`src/source/mcpu_pkg.sv`:
```
package mcpu_pkg;

   localparam int XLEN       = 32;
   localparam int HALF_W     = XLEN / 2;   // Multiplier operand halves
   localparam int REG_ADDR_W = 5;
   localparam int NUM_REGS   = 32;
   localparam int MUL_STAGES = 3;

   // Major opcodes
   localparam logic [5:0] OP_RTYPE = 6'd0;
   localparam logic [5:0] OP_ADDI  = 6'd8;
   localparam logic [5:0] OP_ORI   = 6'd13;

   // R-type function codes
   localparam logic [5:0] FN_ADD = 6'd32;
   localparam logic [5:0] FN_SUB = 6'd34;
   localparam logic [5:0] FN_AND = 6'd36;
   localparam logic [5:0] FN_OR  = 6'd37;
   localparam logic [5:0] FN_SLT = 6'd42;
   localparam logic [5:0] FN_MUL = 6'd24;

   typedef enum logic [2:0] {
      ALU_ADD,
      ALU_SUB,
      ALU_AND,
      ALU_OR,
      ALU_SLT
   } alu_op_t;

   typedef struct packed {
      logic [5:0]            opcode;
      logic [REG_ADDR_W-1:0] rs;
      logic [REG_ADDR_W-1:0] rt;
      logic [REG_ADDR_W-1:0] rd;
      logic [4:0]            shamt;
      logic [5:0]            funct;
   } r_fmt_t;

   typedef struct packed {
      logic [5:0]            opcode;
      logic [REG_ADDR_W-1:0] rs;
      logic [REG_ADDR_W-1:0] rt;
      logic [15:0]           imm;
   } i_fmt_t;

   // Same 32-bit word seen as R-type or I-type
   typedef union packed {
      r_fmt_t r;
      i_fmt_t i;
   } instr_t;

   typedef struct packed {
      logic                  valid;
      logic [REG_ADDR_W-1:0] src1;
      logic [REG_ADDR_W-1:0] src2;
      logic                  uses_src2;
      logic [REG_ADDR_W-1:0] dest;      // Zero means no write
      logic                  is_mul;
   } issue_req_t;

   typedef struct packed {
      logic                  valid;
      logic                  is_mul;
      alu_op_t               alu_op;
      logic [REG_ADDR_W-1:0] dest;
      logic [XLEN-1:0]       op_a;
      logic [XLEN-1:0]       op_b;      // Immediate already extended
   } id_ex_t;

   typedef struct packed {
      logic                  valid;
      logic [REG_ADDR_W-1:0] dest;
      logic [XLEN-1:0]       data;
   } wb_t;

endpackage
```
`src/source/mcpu_top.sv`:
```
`timescale 1ns/1ps

module mcpu_top (
   input  logic                      clk,
   input  logic                      if_id_reset,
   output logic [mcpu_pkg::XLEN-1:0] imem_addr,
   input  mcpu_pkg::instr_t          imem_data,
   output mcpu_pkg::wb_t             retire
);

   logic                            stall;
   mcpu_pkg::instr_t                if_instr;
   logic [mcpu_pkg::REG_ADDR_W-1:0] rs1_addr;
   logic [mcpu_pkg::REG_ADDR_W-1:0] rs2_addr;
   logic [mcpu_pkg::XLEN-1:0]       rs1_data;
   logic [mcpu_pkg::XLEN-1:0]       rs2_data;
   mcpu_pkg::issue_req_t            req;
   mcpu_pkg::id_ex_t                id_ex;
   mcpu_pkg::wb_t                   alu_wb;
   mcpu_pkg::wb_t                   mul_wb;

   fetch_unit u_fetch (
      .clk(clk), .if_id_reset(if_id_reset), .stall(stall),
      .imem_data(imem_data), .pc(imem_addr), .if_instr(if_instr)
   );

   decode_stage u_decode (
      .clk(clk), .if_id_reset(if_id_reset), .stall(stall), .if_instr(if_instr),
      .rs1_addr(rs1_addr), .rs2_addr(rs2_addr), .rs1_data(rs1_data), .rs2_data(rs2_data),
      .req(req), .id_ex(id_ex)
   );

   reg_file u_regs (
      .clk(clk), .if_id_reset(if_id_reset), .rs1_addr(rs1_addr), .rs2_addr(rs2_addr),
      .rs1_data(rs1_data), .rs2_data(rs2_data), .alu_wb(alu_wb), .mul_wb(mul_wb),
      .retire(retire)
   );

   alu_stage u_alu (.clk(clk), .if_id_reset(if_id_reset), .id_ex(id_ex), .alu_wb(alu_wb));

   mul_pipe u_mul (.clk(clk), .if_id_reset(if_id_reset), .id_ex(id_ex), .mul_wb(mul_wb));

   hazard_control u_hazard (
      .clk(clk), .if_id_reset(if_id_reset), .req(req), .retire(retire), .stall(stall)
   );

endmodule

```
`src/source/hazard_control.sv`:
```
`timescale 1ns/1ps

module hazard_control (
   input  logic                 clk,
   input  logic                 if_id_reset,
   input  mcpu_pkg::issue_req_t req,
   input  mcpu_pkg::wb_t        retire,
   output logic                 stall
);

   logic [mcpu_pkg::NUM_REGS-1:0]   pending;   // One pending bit per register
   logic [mcpu_pkg::MUL_STAGES-2:0] mul_age;   // Bit k set when a MUL issued k+1 cycles ago
   logic                            writes;
   logic                            reg_busy;
   logic                            slot_clash;
   logic                            issue;

   assign writes = (req.dest != '0);

   // Dest check covers WAW between ALU and MUL
   assign reg_busy = pending[req.src1]
                   | (req.uses_src2 & pending[req.src2])
                   | pending[req.dest];

   // ALU result lands 2 cycles after issue and MUL result MUL_STAGES+1 after
   // so an ALU issue collides with a MUL issued MUL_STAGES-1 cycles earlier
   assign slot_clash = writes && !req.is_mul && mul_age[mcpu_pkg::MUL_STAGES-2];

   assign stall = req.valid && (reg_busy || slot_clash);
   assign issue = req.valid && !stall;

   always_ff @(posedge clk) begin
      if (if_id_reset) begin
         pending <= '0;
         mul_age <= '0;
      end else begin
         mul_age <= {mul_age[mcpu_pkg::MUL_STAGES-3:0], issue && writes && req.is_mul};
         if (retire.valid) begin
            pending[retire.dest] <= 1'b0;
         end
         // Issuing dest is never pending, so it cannot clash with the clear
         if (issue && writes) begin
            pending[req.dest] <= 1'b1;
         end
      end
   end

endmodule

```
`src/source/mul_pipe.sv`:
```
`timescale 1ns/1ps

module mul_pipe (
   input  logic             clk,
   input  logic             if_id_reset,
   input  mcpu_pkg::id_ex_t id_ex,
   output mcpu_pkg::wb_t    mul_wb
);

   localparam int H = mcpu_pkg::HALF_W;

   logic                            s1_valid;
   logic [mcpu_pkg::REG_ADDR_W-1:0] s1_dest;
   logic [2*H-1:0]                  pp_ll;
   logic [H-1:0]                    pp_lh;   // Only low half of cross terms reaches bit 31
   logic [H-1:0]                    pp_hl;
   logic                            s2_valid;
   logic [mcpu_pkg::REG_ADDR_W-1:0] s2_dest;
   logic [mcpu_pkg::XLEN-1:0]       s2_lo;

   always_ff @(posedge clk) begin
      if (if_id_reset) begin
         s1_valid <= 1'b0;
         s2_valid <= 1'b0;
         mul_wb.valid <= 1'b0;
      end else begin
         s1_valid <= id_ex.valid && id_ex.is_mul;
         s2_valid <= s1_valid;
         mul_wb.valid <= s2_valid;
      end

      // Stage 1: partial products
      // High-by-high term only affects bits 32 and up, so it is not formed
      s1_dest <= id_ex.dest;
      pp_ll   <= id_ex.op_a[H-1:0] * id_ex.op_b[H-1:0];
      pp_lh   <= id_ex.op_a[H-1:0] * id_ex.op_b[2*H-1:H];
      pp_hl   <= id_ex.op_a[2*H-1:H] * id_ex.op_b[H-1:0];

      // Stage 2: low word of the product
      s2_dest <= s1_dest;
      s2_lo   <= pp_ll + {pp_lh + pp_hl, {H{1'b0}}};

      // Stage 3: writeback register
      mul_wb.dest <= s2_dest;
      mul_wb.data <= s2_lo;
   end

endmodule

```
`src/source/alu_stage.sv`:
```
`timescale 1ns/1ps

module alu_stage (
   input  logic             clk,
   input  logic             if_id_reset,
   input  mcpu_pkg::id_ex_t id_ex,
   output mcpu_pkg::wb_t    alu_wb
);

   logic [mcpu_pkg::XLEN-1:0] result;
   logic                      less;

   assign less = $signed(id_ex.op_a) < $signed(id_ex.op_b);

   always_comb begin
      case (id_ex.alu_op)
         mcpu_pkg::ALU_ADD: result = id_ex.op_a + id_ex.op_b;
         mcpu_pkg::ALU_SUB: result = id_ex.op_a - id_ex.op_b;
         mcpu_pkg::ALU_AND: result = id_ex.op_a & id_ex.op_b;
         mcpu_pkg::ALU_OR:  result = id_ex.op_a | id_ex.op_b;
         mcpu_pkg::ALU_SLT: result = {{(mcpu_pkg::XLEN-1){1'b0}}, less};
         default:           result = id_ex.op_a + id_ex.op_b;
      endcase
   end

   // Writeback register, one cycle behind ID/EX
   always_ff @(posedge clk) begin
      if (if_id_reset) begin
         alu_wb.valid <= 1'b0;
      end else begin
         alu_wb.valid <= id_ex.valid && !id_ex.is_mul;   // MUL items belong to mul_pipe
      end
      alu_wb.dest <= id_ex.dest;
      alu_wb.data <= result;
   end

endmodule

```
`src/source/reg_file.sv`:
```
`timescale 1ns/1ps

module reg_file (
   input  logic                            clk,
   input  logic                            if_id_reset,
   input  logic [mcpu_pkg::REG_ADDR_W-1:0] rs1_addr,
   input  logic [mcpu_pkg::REG_ADDR_W-1:0] rs2_addr,
   output logic [mcpu_pkg::XLEN-1:0]       rs1_data,
   output logic [mcpu_pkg::XLEN-1:0]       rs2_data,
   input  mcpu_pkg::wb_t                   alu_wb,
   input  mcpu_pkg::wb_t                   mul_wb,
   output mcpu_pkg::wb_t                   retire
);

   logic [mcpu_pkg::XLEN-1:0] regs [mcpu_pkg::NUM_REGS];

   // At most one source is valid per cycle, hazard_control keeps them apart
   assign retire = alu_wb.valid ? alu_wb : mul_wb;

   // r0 always reads as zero
   assign rs1_data = (rs1_addr == '0) ? '0 : regs[rs1_addr];
   assign rs2_data = (rs2_addr == '0) ? '0 : regs[rs2_addr];

   always_ff @(posedge clk) begin
      if (if_id_reset) begin
         for (int i = 0; i < mcpu_pkg::NUM_REGS; i++) begin
            regs[i] <= '0;
         end
      end else if (retire.valid) begin
         regs[retire.dest] <= retire.data;
      end
   end

endmodule

```
`src/source/decode_stage.sv`:
```
`timescale 1ns/1ps

module decode_stage (
   input  logic                           clk,
   input  logic                           if_id_reset,
   input  logic                           stall,
   input  mcpu_pkg::instr_t               if_instr,
   output logic [mcpu_pkg::REG_ADDR_W-1:0] rs1_addr,
   output logic [mcpu_pkg::REG_ADDR_W-1:0] rs2_addr,
   input  logic [mcpu_pkg::XLEN-1:0]      rs1_data,
   input  logic [mcpu_pkg::XLEN-1:0]      rs2_data,
   output mcpu_pkg::issue_req_t           req,
   output mcpu_pkg::id_ex_t               id_ex
);

   mcpu_pkg::alu_op_t           alu_op;
   logic [mcpu_pkg::XLEN-1:0]   imm_ext;

   // rs and rt sit at the same bits in both formats
   assign rs1_addr = if_instr.r.rs;
   assign rs2_addr = if_instr.r.rt;

   always_comb begin
      req       = '0;
      alu_op    = mcpu_pkg::ALU_ADD;
      imm_ext   = '0;
      req.src1  = if_instr.r.rs;
      req.src2  = if_instr.r.rt;
      case (if_instr.r.opcode)
         mcpu_pkg::OP_RTYPE: begin
            req.valid     = 1'b1;
            req.uses_src2 = 1'b1;
            req.dest      = if_instr.r.rd;
            case (if_instr.r.funct)
               mcpu_pkg::FN_ADD: alu_op = mcpu_pkg::ALU_ADD;
               mcpu_pkg::FN_SUB: alu_op = mcpu_pkg::ALU_SUB;
               mcpu_pkg::FN_AND: alu_op = mcpu_pkg::ALU_AND;
               mcpu_pkg::FN_OR:  alu_op = mcpu_pkg::ALU_OR;
               mcpu_pkg::FN_SLT: alu_op = mcpu_pkg::ALU_SLT;
               mcpu_pkg::FN_MUL: req.is_mul = 1'b1;
               default:          req.valid = 1'b0;   // Unknown funct
            endcase
         end
         mcpu_pkg::OP_ADDI: begin
            req.valid = 1'b1;
            req.dest  = if_instr.i.rt;
            imm_ext   = {{(mcpu_pkg::XLEN-16){if_instr.i.imm[15]}}, if_instr.i.imm};
         end
         mcpu_pkg::OP_ORI: begin
            req.valid = 1'b1;
            req.dest  = if_instr.i.rt;
            alu_op    = mcpu_pkg::ALU_OR;
            imm_ext   = {{(mcpu_pkg::XLEN-16){1'b0}}, if_instr.i.imm};   // Zero extended
         end
         default: begin
         end
      endcase
   end

   // ID/EX register, bubble while stalled
   always_ff @(posedge clk) begin
      if (if_id_reset) begin
         id_ex.valid  <= 1'b0;
         id_ex.is_mul <= 1'b0;
      end else begin
         // Writes to r0 are dropped here and never reach execute
         id_ex.valid  <= req.valid && !stall && (req.dest != '0);
         id_ex.is_mul <= req.is_mul;
      end
      id_ex.alu_op <= alu_op;
      id_ex.dest   <= req.dest;
      id_ex.op_a   <= rs1_data;
      id_ex.op_b   <= req.uses_src2 ? rs2_data : imm_ext;
   end

endmodule

```
`src/source/fetch_unit.sv`:
```
`timescale 1ns/1ps

module fetch_unit (
   input  logic                     clk,
   input  logic                     if_id_reset,
   input  logic                     stall,
   input  mcpu_pkg::instr_t         imem_data,
   output logic [mcpu_pkg::XLEN-1:0] pc,
   output mcpu_pkg::instr_t         if_instr
);

   // Program counter, byte addressed
   always_ff @(posedge clk) begin
      if (if_id_reset) begin
         pc <= '0;
      end else if (!stall) begin
         pc <= pc + mcpu_pkg::XLEN'(4);
      end
   end

   // IF/ID register
   // Zero word decodes as an unsupported R-type, so it acts as a no-op
   always_ff @(posedge clk) begin
      if (if_id_reset) begin
         if_instr <= '0;
      end else if (!stall) begin
         if_instr <= imem_data;   // Same word stays put while decode waits
      end
   end

endmodule

```
`config.mk`:
```
export PLATFORM = sky130hd
export DESIGN_NAME = mcpu_top
export DESIGN_NICKNAME = d
export VERILOG_FILES = /design/src/source/mcpu_pkg.sv /design/src/source/mcpu_top.sv /design/src/source/hazard_control.sv /design/src/source/mul_pipe.sv /design/src/source/alu_stage.sv /design/src/source/reg_file.sv /design/src/source/decode_stage.sv /design/src/source/fetch_unit.sv
export SDC_FILE = /design/constraint.sdc
export NUM_CORES = 2
export LEC_CHECK = 0
export BUFFER_PORTS_ARGS = -buffer_cell sky130_fd_sc_hd__buf_2
export CAP_MARGIN = 20
export CORE_AREA = 2 2 378 380
export CTS_BUF_LIST = sky130_fd_sc_hd__clkbuf_4 sky130_fd_sc_hd__clkbuf_8
export DETAILED_ROUTE_END_ITERATION = 6
export DIE_AREA = 0 0 380 382
export PLACE_DENSITY = 0.82
export SLEW_MARGIN = 10
export SYNTH_ARGS = -nofsm -noshare
export SYNTH_HDL_FRONTEND = slang
export SYNTH_SLANG_ARGS = --single-unit
```
`constraint.sdc`:
```
create_clock -name clk -period 18.91 [get_ports clk]
set_input_delay 3.782 -clock clk [delete_from_list [all_inputs] [get_ports clk]]
set_output_delay 3.782 -clock clk [all_outputs]
set_load 0.05 [all_outputs]
```
# == Word-level counts from Yosys, hierarchy flattened ==
# Memories as Yosys holds them, arrays and structs flattened. A register that Yosys moved wholly into a read port is not among the register bits.
# Index checks and enable logic that the tools add are counted.
# totals
reg_bits,319
latchBits,0
ram_bits,1024
romBits,0
output_inout_bits,70
elab_cells,115
memories,1
# classes
add_sub_neg,5
mul,3
n_div,0
order_cmp,7
eq_ne,12
n_shift,0
mux,36
n_bitwise,8
n_reduce_logical,21
# memory_table
name,depth,width,read_ports,rd_ports_with_merged_regs,write_ports,line,text
u_regs.regs,32,32,2,2,32,reg_file.sv:15,logic [mcpu_pkg::XLEN-1:0] regs [mcpu_pkg::NUM_REGS];
# op_table
operator,count
2-to-1 mux 32 bit,6
one-hot mux 32 bit (4 select lines),1
adder 32 bit,2
AND 32 bit,2
OR 32 bit,2
one-hot mux 32 bit (2 select lines),1
2-to-1 mux 38 bit,1
"adder 32 x 3 -> 32 bit, second input constant",1
less-than comparator 32 bit,1
multiplier 16 x 16 -> 16 bit,2
multiplier 16 x 16 -> 32 bit,1
inverter 32 bit,1
OR reduction 32 bit,1
subtractor 32 bit,1
"== test 6 bit, second input constant",5
"less-than comparator 5 x 6 -> 1 bit, second input constant",4
adder 16 bit,1
binary-select mux 1 bit (select 5 bit),3
2-to-1 mux 1 bit,15
2-to-1 mux 5 bit,3
"== test 6 x 4 -> 1 bit, second input constant",2
one-hot mux 3 bit (4 select lines),1
demux 1 bit (select 5 bit),2
">= comparator 5 x 1 -> 1 bit, second input constant",2
17 further kinds,31

# == Depth between registers and ports, before layout ==
# depth
word_depth,12
depth_mapped,24
mapped_depth_nobuf,23

# == Modules after synthesis ==
# Synthesis repeated with hierarchy kept, for this count alone.
# hier_totals
cells_unflattened,7596
hier_area_um2,86531.7
# by_module_without_submodules
module,instances,cells_each,area_per_inst_um2,seq_area_each_um2
reg_file,1,3797,52806.9,30749.5
mul_pipe,1,2269,20583.5,2922.8
alu_stage,1,823,5868.1,760.7
fetch_unit,1,270,2546.2,1241.2
hazard_control,1,260,2487.4,680.7
decode_stage,1,177,2239.6,1481.4

# == Least setup slack after synthesis ==
# Ideal clock, no wire load.
# synth_timing
path_kind,register to register
startpoint,register u_decode.id_ex[1] (netlist name)
endpoint,register u_mul.pp_ll[30]
setup_ns,0.072
arrival_time_ns,6.144
path_slack_ns,12.694
path_stages_with_launch,22
period_less_slack_ns,6.216
cell_sequence,dfxtp_1 clkbuf_1 buf_1 nand2_1 fa_1 fa_1 inv_1 fa_1 fa_1 fa_1 inv_1 fa_1 inv_1 ha_1 a21oi_1 o21ai_0 o41ai_1 a31oi_1 a311o_1 a31o_2 a21oi_1 xnor2_1
# synth_between
elab_chain_cells,1
# synth_lines
item,line,text
multiplier 16 x 16 -> 32 bit,mul_pipe.sv:35,pp_ll <= id_ex.op_a[H-1:0] * id_ex.op_b[H-1:0];
"end signal, assigned",mul_pipe.sv:35,
"end, declared",mul_pipe.sv:14,logic [2*H-1:0] pp_ll;
# Every way passes these cells.
# A chain may end at the register's enable or synchronous reset.

# == Worst setup path in the final report ==
# layout_timing
startpoint,register u_decode.id_ex[35] (netlist name)
endpoint,register u_mul.pp_ll[30]
# layout_between
elab_chain_cells,1
# layout_lines
item,line
multiplier 16 x 16 -> 32 bit,mul_pipe.sv:35
# Every way passes these cells.

==> impl_metrics.ini <==
[sta]
timing.clock.skew_ns = 0.118
slew_headroom_pct = 16.8
setup_viol = 0
max_freq_mhz = 123
final.period_utilization_pct = 43.1
finalSetupTns_ns = 0
finalWorstPathRequiredPeriod_ns = 8.15
maxSlewViolCount = 0
max_slew.worst_pin.slew_ns = 1.25
rsz0062_at_grt = false
finalHoldViolCount = 0
hold_slack_ns = 0.308

[route]
drt-wirelength-per-cell_um = 30.3
ant_nets = 0
routed_wirelength_um = 279000
first_pass_iters = 7
drc_marker_count_from_the_first_detailed_route_iteration = 10500
routed_via_density = 6.83
vias = 62900
drcViolationCount = 1

[finish]
num-nets-final = 7860
layout.cells.non_filler = 9212
proportion_of_layout_cells_with_a_drive_suffix_above_1_pct = 18.7
area_of_combinational_cells_with_multiple_inputs_um2 = 42500
finish.instance_area_um2 = 91700
area.growth.synth_to_final_pct = 8.75
nFillCells = 10100
seq_area_um2 = 37900

[worst_setup_path]
worstPathCellList = clkinv_1 > nor2_1 > fa_1 > fa_1 > ha_1 > inv_1 > fa_1 > fa_1 > inv_1 > fa_1 > ha_1 > a2111oi_0 > o31ai_1 > o41ai_1 > a31oi_1 > a311o_1 > a31o_2 > a21oi_1 > xnor2_1
worstSetupEndpointType = flop
critPathArrivalTime_ns = 9.01
crit_top_cell = sky130_fd_sc_hd__fa_1
worst_path_largest_cell_delay_ns = 1.00
cpMaxStageDelayCell = sky130_fd_sc_hd__clkinv_1
reg2reg_slack_ns = 10.76
worst-endpoint-required_ns = 19.76
worstSetupStartpointType = flop
worst_path_max_fanout = 17
critPathKind = reg2reg
critical_path.top_delay_family = adder cells
critical_path_buf_inv_count = 3

[yosys]
leading_cell_type_by_number_of_instances_after_synthesis = sky130_fd_sc_hd__nor2_1
avgSynthCellArea_um2 = 11.8
synth_largest_type_area_fraction_pct = 36.5
yosys_register_bits = 1378
synth_seq_area_share_pct = 44.9
yosys_warning_count = 0
synthArstFlopShare_pct = 0
ys_types = 94
synth_instances = 7174
yosys-top-cells-count = 1488 x sky130_fd_sc_hd__nor2_1, 1024 x sky130_fd_sc_hd__edfxtp_1, 652 x sky130_fd_sc_hd__inv_1
largest_area_contributor_in_the_synthesized_netlist = sky130_fd_sc_hd__edfxtp_1
synth.area.top_cells = sky130_fd_sc_hd__edfxtp_1 36%, sky130_fd_sc_hd__mux4_2 16%, sky130_fd_sc_hd__fa_1 8.5%, sky130_fd_sc_hd__dfxtp_1 8.4%, sky130_fd_sc_hd__nor2_1 6.6%
count_of_flip_flops_with_a_built_in_enable_after_synthesis = 1024
synth.cell_area_um2 = 84300
synthFlopType = sky130_fd_sc_hd__edfxtp_1

[cts]
htree_num_levels = 4
cts_made_buffers = 219
clock_slew_at_reported_path_ffs_ns = 0.06
holdBufCountCts = 0
tritoncts = done
post_cts_resized = 0
cts_setup_buffers = 0
cts.path.max_buffers = 3
cts-root-buf = sky130_fd_sc_hd__clkbuf_8
clkSinkCount = 1378
clk_latency_ns = 1.00

[global_route]
grt_antenna_before_repair = 22
grt_first_pass_wirelength_um = 407000
globalRouteTotalUtil_pct = 38.3
grt_pass1_vias = 64000
grt_overflow_total = 0
maximum_number_of_pins_on_one_net_before_global_route_repair = 97

[power]
leakage_nw = 35.1
intPower_w = 0.00546
power.net_switching_w = 0.00275
p_clk_share_pct = 32.9
post-layout-total-power_w = 0.00821
cellPowerDensity_nw_per_um2 = 89.5
pwr-share-comb_pct = 22.5
vdd_ir_drop_max_uv = 92.8
power.sequential.fraction_pct = 44.6
power.switching_fraction_pct = 33.5

[place]
dpl-instance-area_um2 = 87000
total_placed_cells_including_tap_cells = 8807
detailed_place_hpwl_um = 182000
io_buffers = 101
gpl.final_weighted_congestion = 0.983

[floorplanning]
die_width_um = 380
design.die.area_um2 = 145000
num_io_pins = 104
placement_rows = 138
placeableCoreArea_um2 = 141000
floorplan.initialDensity_pct = 59.8
die_height_um = 382

[status]
run_status = finished, violations left
violated_checks = design-rule violations

[flow_run]
cap_violations = 0

[hold_path]
hold_class = reg2reg
metal layers:
| metal | GRT usage [%] | up-vias | routed length [um] |
|---|---|---|---|
| met5 | 0 | - | 151 |
| met4 | 24.6 | 22 | 21700 |
| met3 | 12.3 | 1476 | 41300 |
| met2 | 59.6 | 5768 | 126000 |
| met1 | 46.3 | 30400 | 89700 |
| li1 | - | 25300 | - |
cell type report:
type	instances	share of cell area, %
diodes	5	0.0136
repair buffers	266	1.98
flip-flops and latches	1378	41.3
clock buffers	298	4.04
multi-input cells	4605	46.3
inverters	669	2.74
clock inverters	101	0.998
well taps	1890	2.58
sequential cells by signal, summed over array words and instances (netlist names), named ones only:
| register | flops |
|---|---|
| u_fetch.if_instr | 32 |
| u_alu.alu_wb | 33 |
| u_fetch.pc | 30 |
| u_mul.mul_wb | 38 |
| u_hazard.mul_age | 2 |
| u_mul.s2_dest | 5 |
| u_mul.pp_hl | 16 |
| u_mul.pp_lh | 16 |
| u_mul.pp_ll | 32 |
| u_mul.s2_lo | 32 |
| u_mul.s1_dest | 5 |
| u_mul.s1_valid | 1 |
| u_decode.id_ex | 74 |
| u_regs.regs | 1024 |
| u_hazard.pending | 32 |
| u_mul.s2_valid | 1 |
cells by family after synthesis:
logic type	synth area share, %
AOI/OAI and AO/OA	5.88
DFF	44.9
other	0.00445
and+or+nand+nor	10.7
xor gates and xnor gates	1.48
muxes	18.3
adders and majority gates	13.4
buffers and inverters	5.39
path summary, 6_finish.rpt:
path         cells after the start               start               to
max                             19  u_decode.id_ex[35]  u_mul.pp_ll[30]
min                              0      u_mul.s2_lo[8]  u_mul.mul_wb[8]
max reg2reg                     19  u_decode.id_ex[35]  u_mul.pp_ll[30]
min reg2reg                      0      u_mul.s2_lo[8]  u_mul.mul_wb[8]
stage by stage:
step	setup slack (ns)	utilization, %
detailed placement	10.96	61.8
finish	10.76	65.1
global placement	11.14	61.7
floorplan	12.69	-
CTS	10.88	65.0
global route	10.47	65.1
placed cells by master (no fill, tap or decap), types with 61 or more instances in the layout:
cell	n
sky130_fd_sc_hd__nor2_1	1488
sky130_fd_sc_hd__edfxtp_1	1024
sky130_fd_sc_hd__inv_1	651
sky130_fd_sc_hd__mux4_2	584
sky130_fd_sc_hd__nand2_1	451
sky130_fd_sc_hd__fa_1	358
sky130_fd_sc_hd__dfxtp_1	342
sky130_fd_sc_hd__ha_1	329
sky130_fd_sc_hd__clkbuf_8	235
sky130_fd_sc_hd__a21oi_1	196
sky130_fd_sc_hd__buf_4	157
sky130_fd_sc_hd__mux2i_1	153
sky130_fd_sc_hd__o21ai_0	116
sky130_fd_sc_hd__xnor2_1	107
sky130_fd_sc_hd__buf_2	102
sky130_fd_sc_hd__o22ai_1	75
sky130_fd_sc_hd__clkbuf_4	63
sky130_fd_sc_hd__clkinv_1	61
power by group through the flow:
stage | Sequential (W) | Clock, W | Combinational [W]
6_report | 0.00366 | 0.00270 | 0.00185
5_1_grt | 0.00367 | 0.00282 | 0.00194
4_1_cts | 0.00365 | 0.00270 | 0.00179
3_5_place_dp | 0.00371 | 0 | 0.00177
3_3_place_gp | 0.00370 | 0 | 0.00174
2_1_floorplan | 0.00356 | 0 | 0.00122
worst reg2reg max path, stage by stage, from the launching register on:
cell and delay, ns:
sky130_fd_sc_hd__dfxtp_1 0.87, sky130_fd_sc_hd__clkinv_1 1.01, sky130_fd_sc_hd__nor2_1 0.42, sky130_fd_sc_hd__fa_1 0.46
sky130_fd_sc_hd__fa_1 0.49, sky130_fd_sc_hd__ha_1 0.14, sky130_fd_sc_hd__inv_1 0.05, sky130_fd_sc_hd__fa_1 0.46
sky130_fd_sc_hd__fa_1 0.55, sky130_fd_sc_hd__inv_1 0.05, sky130_fd_sc_hd__fa_1 0.44, sky130_fd_sc_hd__ha_1 0.25
sky130_fd_sc_hd__a2111oi_0 0.60, sky130_fd_sc_hd__o31ai_1 0.31, sky130_fd_sc_hd__o41ai_1 0.67, sky130_fd_sc_hd__a31oi_1 0.33
sky130_fd_sc_hd__a311o_1 0.45, sky130_fd_sc_hd__a31o_2 0.23, sky130_fd_sc_hd__a21oi_1 0.16, sky130_fd_sc_hd__xnor2_1 0.13
Note: power is estimated with default switching activity, not from simulation.
